[src/hw/memq_pkg.sv]
package memq_pkg;

    // ========================================
    // sizes and credit depths
    // ========================================

    localparam int ADDR_W      = 5;
    localparam int DATA_W      = 31;
    localparam int DEPTH       = 32;
    localparam int CMD_CREDITS = 4;
    localparam int RSP_CREDITS = 4;
    localparam int RSP_DEPTH   = 4;

    // buffer pointers wrap on their own, so both depths stay powers of two.
    localparam int CMD_PTR_W = $clog2(CMD_CREDITS);
    localparam int CMD_CNT_W = CMD_PTR_W + 1;
    localparam int RSP_PTR_W = $clog2(RSP_DEPTH);
    localparam int RSP_CNT_W = RSP_PTR_W + 1;
    localparam int CRD_W     = $clog2(RSP_CREDITS + 1);

    // ========================================
    // encodings
    // ========================================

    typedef enum logic [1:0] {
        OP_READ  = 2'd0,
        OP_WRITE = 2'd1,
        OP_ADD   = 2'd2,
        OP_SWAP  = 2'd3
    } op_e;

    typedef enum logic [1:0] {
        EX_IDLE   = 2'd0,
        EX_ACCESS = 2'd1,
        EX_FINISH = 2'd2
    } exec_state_e;

    typedef enum logic [1:0] {
        WB_NONE    = 2'd0,
        WB_OPERAND = 2'd1,
        WB_SUM     = 2'd2
    } wb_e;

    // ========================================
    // payloads
    // ========================================

    typedef struct packed {
        op_e               op;
        logic [ADDR_W-1:0] addr;
        logic [DATA_W-1:0] data;
    } cmd_t;

    // one decoded command, as execute sees it.
    typedef struct packed {
        op_e               op;
        logic [ADDR_W-1:0] addr;
        logic [DATA_W-1:0] data;
        logic              reads;
        logic              writes_now;
        wb_e               wb;
        logic              respond;
    } uop_t;

    typedef struct packed {
        op_e               op;
        logic [ADDR_W-1:0] addr;
        logic [DATA_W-1:0] data;
    } rsp_t;

endpackage

[src/hw/cmd_decode.sv]
`timescale 1ns/1ns

module cmd_decode (
    input  logic           CK,
    input  logic           rst,
    input  logic           cmd_valid,
    input  memq_pkg::cmd_t cmd,
    output logic           uop_valid,
    output memq_pkg::uop_t uop,
    input  logic           uop_take,
    output logic           cmd_credit
);

    import memq_pkg::*;

    cmd_t                 buf_mem [CMD_CREDITS];
    logic [CMD_PTR_W-1:0] wr_ptr;
    logic [CMD_PTR_W-1:0] rd_ptr;
    logic [CMD_CNT_W-1:0] count;
    cmd_t                 head;

    // ========================================
    // command buffer
    // ========================================

    // the upstream credit count keeps this buffer from overflowing.
    always_ff @(posedge CK) begin
        if (cmd_valid) begin
            buf_mem[wr_ptr] <= cmd;
        end
    end

    always_ff @(posedge CK) begin
        if (rst) begin
            wr_ptr     <= '0;
            rd_ptr     <= '0;
            count      <= '0;
            cmd_credit <= 1'b0;
        end else begin
            if (cmd_valid) begin
                wr_ptr <= wr_ptr + 1'b1;
            end
            if (uop_take) begin
                rd_ptr <= rd_ptr + 1'b1;
            end
            case ({cmd_valid, uop_take})
                2'b10:   count <= count + 1'b1;
                2'b01:   count <= count - 1'b1;
                default: count <= count;
            endcase
            // a freed slot goes back upstream as one credit.
            cmd_credit <= uop_take;
        end
    end

    assign uop_valid = (count != '0);
    assign head      = buf_mem[rd_ptr];

    // ========================================
    // opcode decode
    // ========================================

    always_comb begin
        uop.op         = head.op;
        uop.addr       = head.addr;
        uop.data       = head.data;
        uop.reads      = 1'b0;
        uop.writes_now = 1'b0;
        uop.wb         = WB_NONE;
        uop.respond    = 1'b0;
        case (head.op)
            OP_READ: begin
                uop.reads   = 1'b1;
                uop.respond = 1'b1;
            end
            OP_WRITE: begin
                uop.writes_now = 1'b1;
            end
            OP_ADD: begin
                uop.reads   = 1'b1;
                uop.respond = 1'b1;
                uop.wb      = WB_SUM;
            end
            OP_SWAP: begin
                uop.reads   = 1'b1;
                uop.respond = 1'b1;
                uop.wb      = WB_OPERAND;
            end
            default: begin
                uop.reads = 1'b0;
            end
        endcase
    end

endmodule

[src/hw/mem_execute.sv]
`timescale 1ns/1ns

module mem_execute (
    input  logic                         CK,
    input  logic                         rst,
    input  logic                         uop_valid,
    input  memq_pkg::uop_t               uop,
    output logic                         uop_take,
    input  logic                         rsp_room,
    output logic                         sram_cs,
    output logic                         sram_we,
    output logic [memq_pkg::ADDR_W-1:0]  sram_addr,
    output logic [memq_pkg::DATA_W-1:0]  sram_din,
    input  logic [memq_pkg::DATA_W-1:0]  sram_dout,
    output logic                         rsp_push,
    output memq_pkg::rsp_t               rsp_data
);

    import memq_pkg::*;

    exec_state_e       state;
    uop_t              cur;
    logic [DATA_W-1:0] sum;

    // only one command is in flight, so a write-back always lands before
    // the next access to the same word.
    assign uop_take = (state == EX_IDLE) && uop_valid && rsp_room;

    always_ff @(posedge CK) begin
        if (rst) begin
            state <= EX_IDLE;
        end else begin
            case (state)
                EX_IDLE: begin
                    if (uop_take) begin
                        state <= EX_ACCESS;
                    end
                end
                EX_ACCESS: state <= EX_FINISH;
                EX_FINISH: state <= EX_IDLE;
                default:   state <= EX_IDLE;
            endcase
        end
    end

    always_ff @(posedge CK) begin
        if (uop_take) begin
            cur <= uop;
        end
    end

    // the carry out of bit 30 is dropped.
    assign sum = sram_dout + cur.data;

    // ========================================
    // SRAM access
    // ========================================

    always_comb begin
        sram_cs   = 1'b0;
        sram_we   = 1'b0;
        sram_addr = cur.addr;
        sram_din  = cur.data;
        case (state)
            EX_ACCESS: begin
                sram_cs = cur.reads || cur.writes_now;
                sram_we = cur.writes_now;
            end
            EX_FINISH: begin
                sram_cs = (cur.wb != WB_NONE);
                sram_we = (cur.wb != WB_NONE);
                if (cur.wb == WB_SUM) begin
                    sram_din = sum;
                end
            end
            default: begin
                sram_cs = 1'b0;
            end
        endcase
    end

    // ========================================
    // response
    // ========================================

    assign rsp_push      = (state == EX_FINISH) && cur.respond;
    assign rsp_data.op   = cur.op;
    assign rsp_data.addr = cur.addr;
    // add answers with the new word, read and swap with the old one.
    assign rsp_data.data = (cur.wb == WB_SUM) ? sum : sram_dout;

endmodule

[src/hw/memq_top.sv]
`timescale 1ns/1ns

module memq_top (
    input  logic           CK,
    input  logic           rst,
    input  logic           cmd_valid,
    input  memq_pkg::cmd_t cmd,
    output logic           cmd_credit,
    output logic           rsp_valid,
    output memq_pkg::rsp_t rsp,
    input  logic           rsp_credit
);

    import memq_pkg::*;

    logic              uop_valid;
    uop_t              uop;
    logic              uop_take;
    logic              rsp_room;
    logic              sram_cs;
    logic              sram_we;
    logic [ADDR_W-1:0] sram_addr;
    logic [DATA_W-1:0] sram_din;
    logic [DATA_W-1:0] sram_dout;
    logic              rsp_push;
    rsp_t              rsp_data;

    cmd_decode u_decode (
        .CK         (CK),
        .rst        (rst),
        .cmd_valid  (cmd_valid),
        .cmd        (cmd),
        .uop_valid  (uop_valid),
        .uop        (uop),
        .uop_take   (uop_take),
        .cmd_credit (cmd_credit)
    );

    mem_execute u_execute (
        .CK        (CK),
        .rst       (rst),
        .uop_valid (uop_valid),
        .uop       (uop),
        .uop_take  (uop_take),
        .rsp_room  (rsp_room),
        .sram_cs   (sram_cs),
        .sram_we   (sram_we),
        .sram_addr (sram_addr),
        .sram_din  (sram_din),
        .sram_dout (sram_dout),
        .rsp_push  (rsp_push),
        .rsp_data  (rsp_data)
    );

    rsp_result u_result (
        .CK         (CK),
        .rst        (rst),
        .rsp_push   (rsp_push),
        .rsp_data   (rsp_data),
        .rsp_room   (rsp_room),
        .rsp_credit (rsp_credit),
        .rsp_valid  (rsp_valid),
        .rsp        (rsp)
    );

    sram32x31 u_sram (
        .CK   (CK),
        .cs   (sram_cs),
        .we   (sram_we),
        .addr (sram_addr),
        .din  (sram_din),
        .dout (sram_dout)
    );

endmodule

[src/hw/rsp_result.sv]
`timescale 1ns/1ns

module rsp_result (
    input  logic           CK,
    input  logic           rst,
    input  logic           rsp_push,
    input  memq_pkg::rsp_t rsp_data,
    output logic           rsp_room,
    input  logic           rsp_credit,
    output logic           rsp_valid,
    output memq_pkg::rsp_t rsp
);

    import memq_pkg::*;

    rsp_t                 buf_mem [RSP_DEPTH];
    logic [RSP_PTR_W-1:0] wr_ptr;
    logic [RSP_PTR_W-1:0] rd_ptr;
    logic [RSP_CNT_W-1:0] count;
    logic [CRD_W-1:0]     credits;
    logic                 buf_empty;
    logic                 avail;
    logic                 send;
    logic                 do_write;
    logic                 do_pop;
    rsp_t                 head;

    assign buf_empty = (count == '0);

    // an empty buffer passes a new response straight to the output register.
    assign avail    = !buf_empty || rsp_push;
    assign head     = buf_empty ? rsp_data : buf_mem[rd_ptr];
    assign send     = avail && (credits != '0);
    assign do_pop   = send && !buf_empty;
    assign do_write = rsp_push && !(send && buf_empty);

    // Two free slots leave room for the one command inside execute.
    assign rsp_room = (count <= RSP_DEPTH - 2);

    // ========================================
    // response buffer
    // ========================================

    always_ff @(posedge CK) begin
        if (do_write) begin
            buf_mem[wr_ptr] <= rsp_data;
        end
    end

    always_ff @(posedge CK) begin
        if (rst) begin
            wr_ptr <= '0;
            rd_ptr <= '0;
            count  <= '0;
        end else begin
            if (do_write) begin
                wr_ptr <= wr_ptr + 1'b1;
            end
            if (do_pop) begin
                rd_ptr <= rd_ptr + 1'b1;
            end
            case ({do_write, do_pop})
                2'b10:   count <= count + 1'b1;
                2'b01:   count <= count - 1'b1;
                default: count <= count;
            endcase
        end
    end

    // ========================================
    // outgoing credits and output register
    // ========================================

    always_ff @(posedge CK) begin
        if (rst) begin
            credits   <= CRD_W'(RSP_CREDITS);
            rsp_valid <= 1'b0;
        end else begin
            case ({rsp_credit, send})
                2'b10:   credits <= credits + 1'b1;
                2'b01:   credits <= credits - 1'b1;
                default: credits <= credits;
            endcase
            rsp_valid <= send;
        end
    end

    always_ff @(posedge CK) begin
        if (send) begin
            rsp <= head;
        end
    end

endmodule

[src/hw/sram32x31.sv]
`timescale 1ns/1ns

module sram32x31 (
    input  logic                          CK,
    input  logic                          cs,
    input  logic                          we,
    input  logic [memq_pkg::ADDR_W-1:0]   addr,
    input  logic [memq_pkg::DATA_W-1:0]   din,
    output logic [memq_pkg::DATA_W-1:0]   dout
);

    import memq_pkg::*;

    logic [DATA_W-1:0] mem [DEPTH];
    logic [DATA_W-1:0] rd_word;

    // an unselected array gives nothing useful on its output.
    assign rd_word = cs ? mem[addr] : 'x;

    always_ff @(posedge CK) begin
        if (cs && we) begin
            mem[addr] <= din;
        end
    end

    // the read port is registered, so data shows up one cycle after the access.
    always_ff @(posedge CK) begin
        dout <= rd_word;
    end

endmodule

[config.mk]
export PLATFORM = sky130hd
export DESIGN_NAME = memq_top
export DESIGN_NICKNAME = d
export VERILOG_FILES = /design/src/hw/memq_pkg.sv /design/src/hw/cmd_decode.sv /design/src/hw/mem_execute.sv /design/src/hw/memq_top.sv /design/src/hw/rsp_result.sv /design/src/hw/sram32x31.sv
export SDC_FILE = /design/constraint.sdc
export NUM_CORES = 1
export LEC_CHECK = 0
export BUFFER_PORTS_ARGS = -buffer_cell sky130_fd_sc_hd__buf_2
export CORE_ASPECT_RATIO = 1.4
export CORE_MARGIN = 1
export CORE_UTILIZATION = 55
export DETAILED_ROUTE_END_ITERATION = 8
export PLACE_DENSITY = 0.7
export SYNTH_ARGS = -nofsm -noshare
export SYNTH_HDL_FRONTEND = slang
export SYNTH_SLANG_ARGS = --single-unit
[constraint.sdc]
create_clock -name CK -period 8.7 [get_ports CK]
set_input_delay 0.435 -clock CK [delete_from_list [all_inputs] [get_ports CK]]
set_output_delay 0.435 -clock CK [all_outputs]
set_load 0.02 [all_outputs]
# --- Word-level counts from Yosys, hierarchy flattened ---
# Memories as Yosys holds them, arrays and structs flattened. A register that Yosys moved wholly into a read port is not among the register bits.
# Cells that the tools add are included.
totals:
  elab_cells: 93
  input_bits: 42
  output_inout_bits: 40
  ff_bits: 101
  n_memories: 3
  ram_bits: 1296
mem_list:
  columns: ["memory", "words", "width", "read_ports", "rd_clocked_by_memory_dff", "wr", "line_no", "text"]
  rows:
  - ["u_sram.mem", 32, 31, 1, 1, 1, "sram32x31.sv:14", "logic [DATA_W-1:0] mem [DEPTH];"]
  - ["u_decode.buf_mem", 4, 38, 1, 1, 1, "cmd_decode.sv:16", "cmd_t buf_mem [CMD_CREDITS];"]
  - ["u_result.buf_mem", 4, 38, 1, 1, 1, "rsp_result.sv:16", "rsp_t buf_mem [RSP_DEPTH];"]
classes:
  eq_ne: 13
  add_sub_neg: 11
  magnitude_cmp: 1
  n_reduce_logical: 22
  mux: 24
ops:
  columns: ["cell", "n"]
  rows:
  - ["31-bit two-way mux", 3]
  - ["38-bit two-way mux", 1]
  - ["31-bit adder", 1]
  - ["3-bit case mux with 2 select lines", 3]
  - ["2-bit == test (second input constant)", 7]
  - ["2-bit by 1-bit == test with 1-bit output (second input constant)", 5]
  - ["2-bit two-way mux", 5]
  - ["3-bit by 1-bit adder with 3-bit output (second input constant)", 3]
  - ["3-bit by 1-bit subtractor with 3-bit output (second input constant)", 3]
  - ["2-bit by 1-bit adder with 2-bit output (second input constant)", 4]
  - ["1-bit logical AND", 8]
  - ["1-bit two-way mux", 8]
  - ["2-bit case mux with 2 select lines", 2]
  - ["2-bit nonzero test", 4]
  - ["3-bit nonzero test", 2]
  - ["2-bit zero test", 2]
  - ["1-bit case mux with 2 select lines", 2]
  - ["3-bit by 2-bit less-or-equal comparator with 1-bit output (second input constant)", 1]
  - ["3-bit zero test", 1]
  - ["3-bit OR reduction", 1]
  - ["1-bit zero test", 2]
  - ["1-bit logical OR", 2]
  - ["2-bit != test (second input constant)", 1]

# --- Logic depth before layout (Yosys ltp) ---
# Gate-level depths: netlist of the first run.
depth:
  depth_word: 9
  ltp_mapped: 12
  ltp_nobuf: 12

# --- Cells and area by module ---
# A second synthesis of the first run with hierarchy kept.
hier_totals:
  cells_unflattened: 3213
  area_unflattened_um2: 56218.9
by_module_without_submodules:
  columns: ["module", "instances", "seq_area_each_um2", "area_each_um2", "cells_per_inst"]
  rows:
  - ["sram32x31", 1, 30409.2, 38423.1, 2041]
  - ["rsp_result", 1, 5965.7, 7747.4, 436]
  - ["cmd_decode", 1, 4764.6, 5972.0, 247]
  - ["mem_execute", 1, 1331.3, 4076.4, 489]

# --- Least setup slack after synthesis of the first run ---
# Ideal clock, no wire load.
synth_timing:
  path_kind: "flip-flop to flip-flop"
  startpoint: "reg u_execute.state[0]"
  endpoint: "reg u_result.credits[2]"
  setup_ns: 0.132
  arrival_time_ns: 4.189
  required_time_ns: 8.568
  period_less_slack_ns: 4.322
  path_stages_with_launch: 11
  path_slack_ns: 4.378
  n_path_buf: 0
  cell_sequence: "dfxtp_1 -> inv_1 -> ha_1 -> nand2_1 -> a21oi_1 -> ha_1 -> inv_1 -> fa_1 -> xor2_1 -> o21ai_0 -> or3b_2"
synth_via:
  elab_chain_cells: 6
  elab_cells_between_ends: 8
  classes_between: "eq/ne (3); mux (1); reduce/logical (4)"
synth_rtl:
  columns: ["item", "line_no", "text"]
  rows:
  - ["from (decl)", "mem_execute.sv:21", "exec_state_e state;"]
  - ["from (signal assigned)", "mem_execute.sv:31", "state <= EX_IDLE;"]
  - ["from (signal assigned)", "mem_execute.sv:36", "state <= EX_ACCESS;"]
  - ["from (signal assigned)", "mem_execute.sv:39", "EX_ACCESS: state <= EX_FINISH;"]
  - ["2-bit == test (*)", "mem_execute.sv:86", "assign rsp_push = (state == EX_FINISH) && cur.respond;"]
  - ["1-bit logical AND (*)", "mem_execute.sv:86", null]
  - ["1-bit logical OR (*)", "rsp_result.sv:31", "assign avail = !buf_empty || rsp_push;"]
  - ["1-bit logical AND (*)", "rsp_result.sv:33", "assign send = avail && (credits != '0);"]
  - ["named net u_result.send", "rsp_result.sv:23", "logic send;"]
  - ["2-bit by 1-bit == test with 1-bit output or 2-bit == test (tied branches)", "rsp_result.sv:79", "case ({rsp_credit, send})"]
  - ["3-bit case mux with 2 select lines or 2-bit nonzero test (tied branches)", null, null]
  - ["to (signal assigned)", "rsp_result.sv:80", "2'b10: credits <= credits + 1'b1;"]
  - ["to (signal assigned)", "rsp_result.sv:81", "2'b01: credits <= credits - 1'b1;"]
  - ["to (signal assigned)", "rsp_result.sv:82", "default: credits <= credits;"]
  - ["to (decl)", "rsp_result.sv:20", "logic [CRD_W-1:0] credits;"]
# The timed path passes the listed nets; every way through them passes the cells marked *.
# A chain may end at the register's enable or synchronous reset.

# --- Worst setup path after layout of the first run ---
layout_timing:
  startpoint: "reg u_execute.cur[5] (netlist name)"
  endpoint: "mem u_sram.mem[0][28], data pin"
layout_via:
  elab_chain_cells: 3
layout_rtl:
  columns: ["item", "line_no", "text"]
  rows:
  - ["from (decl)", "mem_execute.sv:22", "uop_t cur;"]
  - ["from (signal assigned)", "mem_execute.sv:48", "cur <= uop;"]
  - ["31-bit adder", "mem_execute.sv:53", "assign sum = sram_dout + cur.data;"]
  - ["31-bit two-way mux", "mem_execute.sv:72", "if (cur.wb == WB_SUM) begin"]
  - ["31-bit two-way mux", "mem_execute.sv:64", "case (state)"]
  - ["named net sram_din[28]", "memq_top.sv:23", "logic [DATA_W-1:0] sram_din;"]
  - ["to (decl)", "sram32x31.sv:14", null]
# The timed path passes the listed nets, and every way through them passes these cells.

==> impl_results.md, run 1 <==
- Site row count: 137
- IO Port Bufs: 81
- Routed len/inst: 31.95 um
- Starting Density: 55.43%
- Initial antenna violation count: 2
- Largest cells by area after synthesis: edfxtp_1 (75%), mux4_2 (13%), dfxtp_1 (2.0%)
- Clock sinks: 1432
- Crit end category: register
- Mean post-synth cell area: 20.67 sq um
- Die H: 376.5 um
- Leading cell type in the layout, fill and taps excluded: edfxtp_1
- First-pass GRT wire length: 196.2 mm
- Dpl hpwl: 78.25 mm
- Mapped Cells: 2666
- Worst skew pair latency: 740 ps
- Max Freq: 0.2461 GHz
- Largest net degree at the start of global routing: 158
- Worst-path clk slew: 60 ps
- VDD IR max: 0.0003759 V
- Root Buffer: clkbuf_16
- RSZ-0062 raised after global routing: false
- Post-synthesis cell area: 55110 sq um
- Post-CTS sizing: 0
- Final nets: 2945
- Die area: 101500 sq um
- Setup WS pre-CTS: 4773 ps
- DRT iter0 DRCs: 3197
- Final Max Tran Viols: 0
- Post-synthesis register bit count: 1432
- Post-synth EDFFs: 1376
- Avg Vias per Cell: 6.451
- Distinct cell type count after synthesis: 61
- Worst min-delay path class: in2reg
- Gr usage total: 27.25%
- Synth top area share: 74.97%
- CTS H-tree depth: 3
- Synth Flop Type: edfxtp_1
- Setup Skew: 32.72 ps
- Core footprint: 99420 sq um
- Ys async rst share: 0%
- Worst setup SP type: register
- Detailed Routing Iterations Pass 1: 6
- I/O pins: 82
- Vias after detailed routing: 27.62k
- Area growth syn-to-layout: 12.23%
- Post-CTS setup repair buffer count: 0
- YS warnings: 0
- Final min period: 4063 ps
- P_leak: 19.73 nW
- Final Worst Setup Slack: 4637 ps
- # hold bufs at CTS: 38
- Sequential area share after synthesis: 77.01%
- CTS buffer count: 121
- Die width: 269.5 um
- Status: finished clean
- Max cap viols: 0
- Largest area contributor in the netlist: edfxtp_1
- Routability congestion estimate: 0.9100
- Total grt overflow: 0
- Req. time, crit path: 9050 ps
- Setup_tns: 0 ps
- Setup CP Type: reg2reg
- Final core occ: 62.21%
- Maximum fanout along the worst path: 32
- Drt drc: 0
- Post-route clock period utilization: 46.70%
- Layout cells sized above 1: 25.84%
- Hold Violations, Final: 0
- Final ANT Viol Nets: 0
- CTS tree: yes
- Max clock buf depth: 3
- WP data arrival: 4410 ps
- Routed wire length: 136.8 mm
- Endpoints failing setup: 0
- Syn_nets: 2757
- Slew headroom: 7.909%
- Vias in the first global route: 28.15k
- Most frequent cells in the layout: edfxtp_1 (1376), mux4_2 (324), nand2_1 (164)
- Least-Margin Pin Slew: 1375 ps
- Pwr dens: 350.2 nW/um^2
==> per-stage QoR <==
step	hold slack, ps	total power [mW]	cell area (sq um)	std cells
3_3_place_gp	466.9	16.26	57600	4012
2_1_floorplan	458.6	13.98	55110	2666
5_1_grt	86.64	22.45	61850	4281
4_1_cts	44.31	21.68	61810	4280
6_report	96.02	21.66	61850	4282
3_5_place_dp	491.6	16.45	57600	4012
==> path summary, 6_finish.rpt <==
| path | startpoint | to | slack [ps] | depth (start not counted) |
|---|---|---|---|---|
| setup / recovery | u_execute.cur[5] | u_sram.mem[0][28] | 4640 | 10 |
| hold / removal | cmd_valid | u_decode.wr_ptr[0] | 100 | 3 |
| setup reg to reg | u_execute.cur[5] | u_sram.mem[0][28] | 4640 | 10 |
| hold reg to reg | u_execute.state[0] | u_execute.state[0] | 510 | 2 |
==> synth_stat cells, drive strengths merged (4+ instances only) <==
cell    instances
a211oi          4
a21o           11
a21oi          37
a22oi         125
a31oi           6
and2           17
and3            9
buf            47
clkbuf         83
dfxtp          56
edfxtp       1376
fa              4
ha             45
inv            31
mux2           12
mux2i           4
mux4          324
nand2         165
nand3          16
nand4          33
nor2           77
nor2b           6
nor3            6
o21ai          77
o21bai          8
o221ai          4
or3             7
xnor2          21
xor2           21
==> cell type report <==
cell class,count,area [sq um]
multi-input combinational,1073,12430
fill,6677,37570
clock inverter,70,605.6
inverter,31,116.4
antenna,1,2.502
sequential,1432,42450
clock buffer,160,3226
timing repair buffer,195,1376
tap,1320,1652
==> flip-flops by register name, summed over array words and instances (netlist names), 5 cells and up, named ones only <==
| name | count |
|---|---|
| u_decode.buf_mem | 152 |
| u_execute.cur | 35 |
| u_execute.sram_addr | 5 |
| u_result.buf_mem | 152 |
| u_result.rsp | 38 |
| u_sram.dout | 31 |
| u_sram.mem | 992 |
==> kinds of logic after synthesis <==
kind of cell	Yosys count	share of synthesized area [%]
buffers and inverters	161	1.162
muxes	340	13.56
DFF	1432	77.01
xor gates and xnor gates	42	0.6675
and+or+nand+nor	351	2.906
adders and majority gates	49	1.167
AOI/OAI and AO/OA	291	3.530
==> critical path: stages (launching register included) <==
cell and delay [ps]:
edfxtp_1 400, ha_1 260, fa_1 430, a21oi_1 360, o211a_1 240, or3b_4 150
a211o_1 150, a21oi_2 80, o41ai_2 450, xor2_1 220, o21ai_2 940
==> power breakdown <==
| group | internal [mW] | switching [mW] | total, mW |
|---|---|---|---|
| Clock | 2.85 | 2.42 | 5.27 |
| Sequential | 9.15 | 0.404 | 9.55 |
| Combinational | 2.39 | 4.44 | 6.84 |
| Total | 14.4 | 7.27 | 21.7 |
==> routing by layer <==
metal,GRT usage [%],vias to the layer above,part of all wire (%)
li1,-,11380,-
met1,33.31,14600,35
met2,47.85,1349,53
met3,4.143,289,7.4
met4,12.81,0,4.9
met5,0,-,0
(Power assumes the default switching activity.)
==> inputs of run 2 (changes only) <==
ABC_AREA = 1   (was not set)
clock period = 4.25 ns   (was 8.7 ns; I/O delays follow)
==> run 2 against run 1 <==
  * Wire length up 8.3%
  * Sequential share of layout area down 0.88 points
  * First-iteration DRC count up 29%
  * Clock power up 120%
  * Clock-buffer cell count down 1
  * Synthesized area up 0.26%
  * Critical endpoint is now u_sram.mem[31][14]
  * Die area up 0.26%
  * Core utilization up 0.70 points
  * Synthesized cell count up 47%
==> impl_results.md, run 2 <==
- Status: finished clean (unchanged)
- WP data arrival: 3850 ps (was 4410 ps)
- Crit end category: register (unchanged)
- Layout cells sized above 1: 11.86% (was 25.84%)
- Least-Margin Pin Slew: 1288 ps (was 1375 ps)
- Synth top area share: 74.78% (was 74.97%)
- Flip-flop count of the largest register after layout: 992 (unchanged)
- Largest cells by area after synthesis: edfxtp_1 (75%), a22oi_1 (5.7%), nand2_1 (4.3%) (was edfxtp_1 (75%), mux4_2 (13%), dfxtp_1 (2.0%))
- CTS tree: yes (unchanged)
- Gr usage total: 29.11% (was 27.25%)
- Mapped Cells: 3916 (was 2666)
- Post-route cell area: 62650 sq um (was 61850 sq um)
- YS warnings: 0 (unchanged)
- Routability congestion estimate: 0.9804 (was 0.9100)
- Largest area contributor in the netlist: edfxtp_1 (unchanged)
- Sequential area share after synthesis: 76.81% (was 77.01%)
- Ys async rst share: 0% (unchanged)
- Hold Violations, Final: 0 (unchanged)
- Post-synthesis register bit count: 1432 (unchanged)
- Worst min-delay path class: in2reg (unchanged)
- Max Freq: 0.2884 GHz (was 0.2461 GHz)
- Routed wire length: 148.1 mm (was 136.8 mm)
- Setup WS pre-CTS: 913.5 ps (was 4773 ps)
- Final min period: 3468 ps (was 4063 ps)
- Total grt overflow: 0 (unchanged)
- Worst-path clk slew: 70 ps (was 60 ps)
- Maximum fanout along the worst path: 32 (unchanged)
- P_leak: 21.54 nW (was 19.73 nW)
- Post-CTS setup repair buffer count: 0 (unchanged)
- Root Buffer: clkbuf_16 (unchanged)
- VDD IR max: 0.0008965 V (was 0.0003759 V)
- Initial antenna violation count: 5 (was 2)
- # placed instances: 5256 (was 4012)
- Multi-input logic area: 11600 sq um (was 12430 sq um)
- Mean post-synth cell area: 14.11 sq um (was 20.67 sq um)
- Fill cell count: 7084 (was 6677)
- Slew headroom: 14.14% (was 7.909%)
- Die H: 377.0 um (was 376.5 um)
- Detailed Routing Iterations Pass 1: 6 (unchanged)
- Final ANT Viol Nets: 0 (unchanged)
- Hold_ws: 204.4 ps (was 96.02 ps)
- Drt drc: 0 (unchanged)
- Vias after detailed routing: 34.10k (was 27.62k)
- Post-synthesis cell area: 55250 sq um (was 55110 sq um)
- Largest regs: u_sram.mem (992), u_decode.buf_mem (152), u_result.buf_mem (152) (unchanged)
- Die area: 101800 sq um (was 101500 sq um)
- Synth Flop Type: edfxtp_1 (unchanged)
- CP cell instances: ha_1 > fa_1 > nand3_1 > nand3_1 > nand2_1 > nand2_1 > nand2_1 > nand2_1 > a21oi_1 > o21ai_0 > o21ai_2 (was ha_1 > fa_1 > a21oi_1 > o211a_1 > or3b_4 > a211o_1 > a21oi_2 > o41ai_2 > xor2_1 > o21ai_2)
- RSZ-0062 raised after global routing: false (unchanged)
- Largest net degree at the start of global routing: 98 (was 158)
- Avg Vias per Cell: 6.158 (was 6.451)
- Post-CTS sizing: 0 (unchanged)
- Sequential standard cell area: 42440 sq um (was 42450 sq um)
- Most frequent cell after synthesis: edfxtp_1 (unchanged)
- Register with the most flip-flops: u_sram.mem (unchanged)
- Site row count: 137 (unchanged)
- Routed len/inst: 26.74 um (was 31.95 um)
- Worst skew pair latency: 780 ps (was 740 ps)
- DRT iter0 DRCs: 4114 (was 3197)
- CTS H-tree depth: 4 (was 3)
- Post-synth EDFFs: 1376 (unchanged)
- Final Max Tran Viols: 0 (unchanged)
- Core footprint: 99590 sq um (was 99420 sq um)
- Endpoints failing setup: 0 (unchanged)
- Most frequent cells in the layout: edfxtp_1 (1376), nand2_1 (624), a22oi_1 (418) (was edfxtp_1 (1376), mux4_2 (324), nand2_1 (164))
- Max clock buf depth: 3 (unchanged)
- Post-route clock period utilization: 81.60% (was 46.70%)
- I/O pins: 82 (unchanged)
- Final Worst Setup Slack: 782.1 ps (was 4637 ps)
- Setup Skew: 33.63 ps (was 32.72 ps)
- Distinct cell type count after synthesis: 43 (was 61)
- Starting Density: 55.48% (was 55.43%)
- Die width: 269.9 um (was 269.5 um)
- Power Total: 45.87 mW (was 21.66 mW)
- Slowest stage cell, crit path: o21ai_2 (unchanged)
- Final cell count without fillers: 5538 (was 4282)
- Area growth syn-to-layout: 13.39% (was 12.23%)
- Clock sinks: 1432 (unchanged)
- Max cap viols: 0 (unchanged)
- Setup_tns: 0 ps (unchanged)
- Dpl hpwl: 91.71 mm (was 78.25 mm)
- Placed cell area: 58090 sq um (was 57600 sq um)
- Setup CP Type: reg2reg (unchanged)
- Most used cell, CP: nand2_1
- IO Port Bufs: 81 (unchanged)
- Final core occ: 62.91% (was 62.21%)
- First-pass GRT wire length: 217.1 mm (was 196.2 mm)
- Vias in the first global route: 33.66k (was 28.15k)
- CTS buffer count: 130 (was 121)
- Pwr dens: 732.2 nW/um^2 (was 350.2 nW/um^2)
- Syn_nets: 4007 (was 2757)
- Req. time, crit path: 4630 ps (was 9050 ps)
- Leading cell type in the layout, fill and taps excluded: edfxtp_1 (unchanged)
- CP max stage delay: 1020 ps (was 940 ps)
- Post-synth top cells: edfxtp_1 (1376), nand2_1 (628), a22oi_1 (418) (was edfxtp_1 (1376), mux4_2 (324), nand2_1 (165))
- Worst setup SP type: register (unchanged)
- # hold bufs at CTS: 41 (was 38)
- Final nets: 4200 (was 2945)
==> run 2: cell types whose count changed after synthesis, moves of 39 or more <==
cell | before | now
a221oi_1 | 0 | 39
o21ai_0 | 70 | 251
buf_2 | 21 | 111
nand2_1 | 165 | 628
o22ai_1 | 0 | 62
a22oi_1 | 125 | 418
mux4_2 | 324 | 0
a21oi_1 | 36 | 209
nor2_1 | 77 | 278
inv_1 | 31 | 176
==> run 2: report_power, final <==
part           internal (mW)  total, mW  switching (mW)  leakage, nW
Clock                   6.27       11.5            5.23         2.02
Sequential              18.7       19.1           0.482         12.9
Combinational           3.74       15.2            11.5         6.60
==> run 2: path summary, 6_finish.rpt <==
kind                                         start                      end  slack [ps]  depth (start not counted)
worst max-delay path              u_execute.cur[5]       u_sram.mem[31][14]         780                         11
worst min-delay path                       cmd[22]  u_decode.buf_mem[3][22]         200                          2
worst max register to register    u_execute.cur[5]       u_sram.mem[31][14]         780                         11
worst min register to register  u_decode.rd_ptr[1]       u_decode.rd_ptr[1]         470                          2
==> run 2: logic make-up (layout without fill, tap and decap cells) <==
kind of cell | count (synthesis) | count (layout) | share of synthesized area [%]
XOR/XNOR | 5 | 5 | 0.07925
buffers and inverters | 381 | 682 | 2.876
adder cells (fa/ha/maj) | 49 | 49 | 1.164
other | 0 | 1 | 0
AND/OR/NAND/NOR | 1038 | 1038 | 7.489
flip-flops | 1432 | 1432 | 76.81
AO/OA/AOI/OAI | 1011 | 1011 | 11.58
==> run 2: critical path, delay by kind of cell (launching register included) <==
kind | cells | cell delay [ps]
flip-flops | 1 | 400
AND/OR/NAND/NOR | 6 | 640
AO/OA/AOI/OAI | 3 | 1340
adder cells (fa/ha/maj) | 2 | 680
==> run 2: final cells by class <==
| class | instances | share of cell area [%] |
|---|---|---|
| inverters | 182 | 1.114 |
| flip-flops and latches | 1432 | 67.74 |
| repair buffers | 260 | 3.355 |
| multi-input cells | 2103 | 18.52 |
| clock buffers | 159 | 5.414 |
| clock inverters | 81 | 1.214 |
| diodes | 1 | 0.003994 |
| well taps | 1320 | 2.636 |
==> run 2: routing by layer <==
layer | routed length (um) | share of wire (%) | global-route usage (%)
met5 | 12 | 0.0081 | 0
met4 | 7825 | 5.3 | 14.59
met3 | 9916 | 6.7 | 4.869
met2 | 76040 | 51 | 50.46
met1 | 54320 | 37 | 35.22
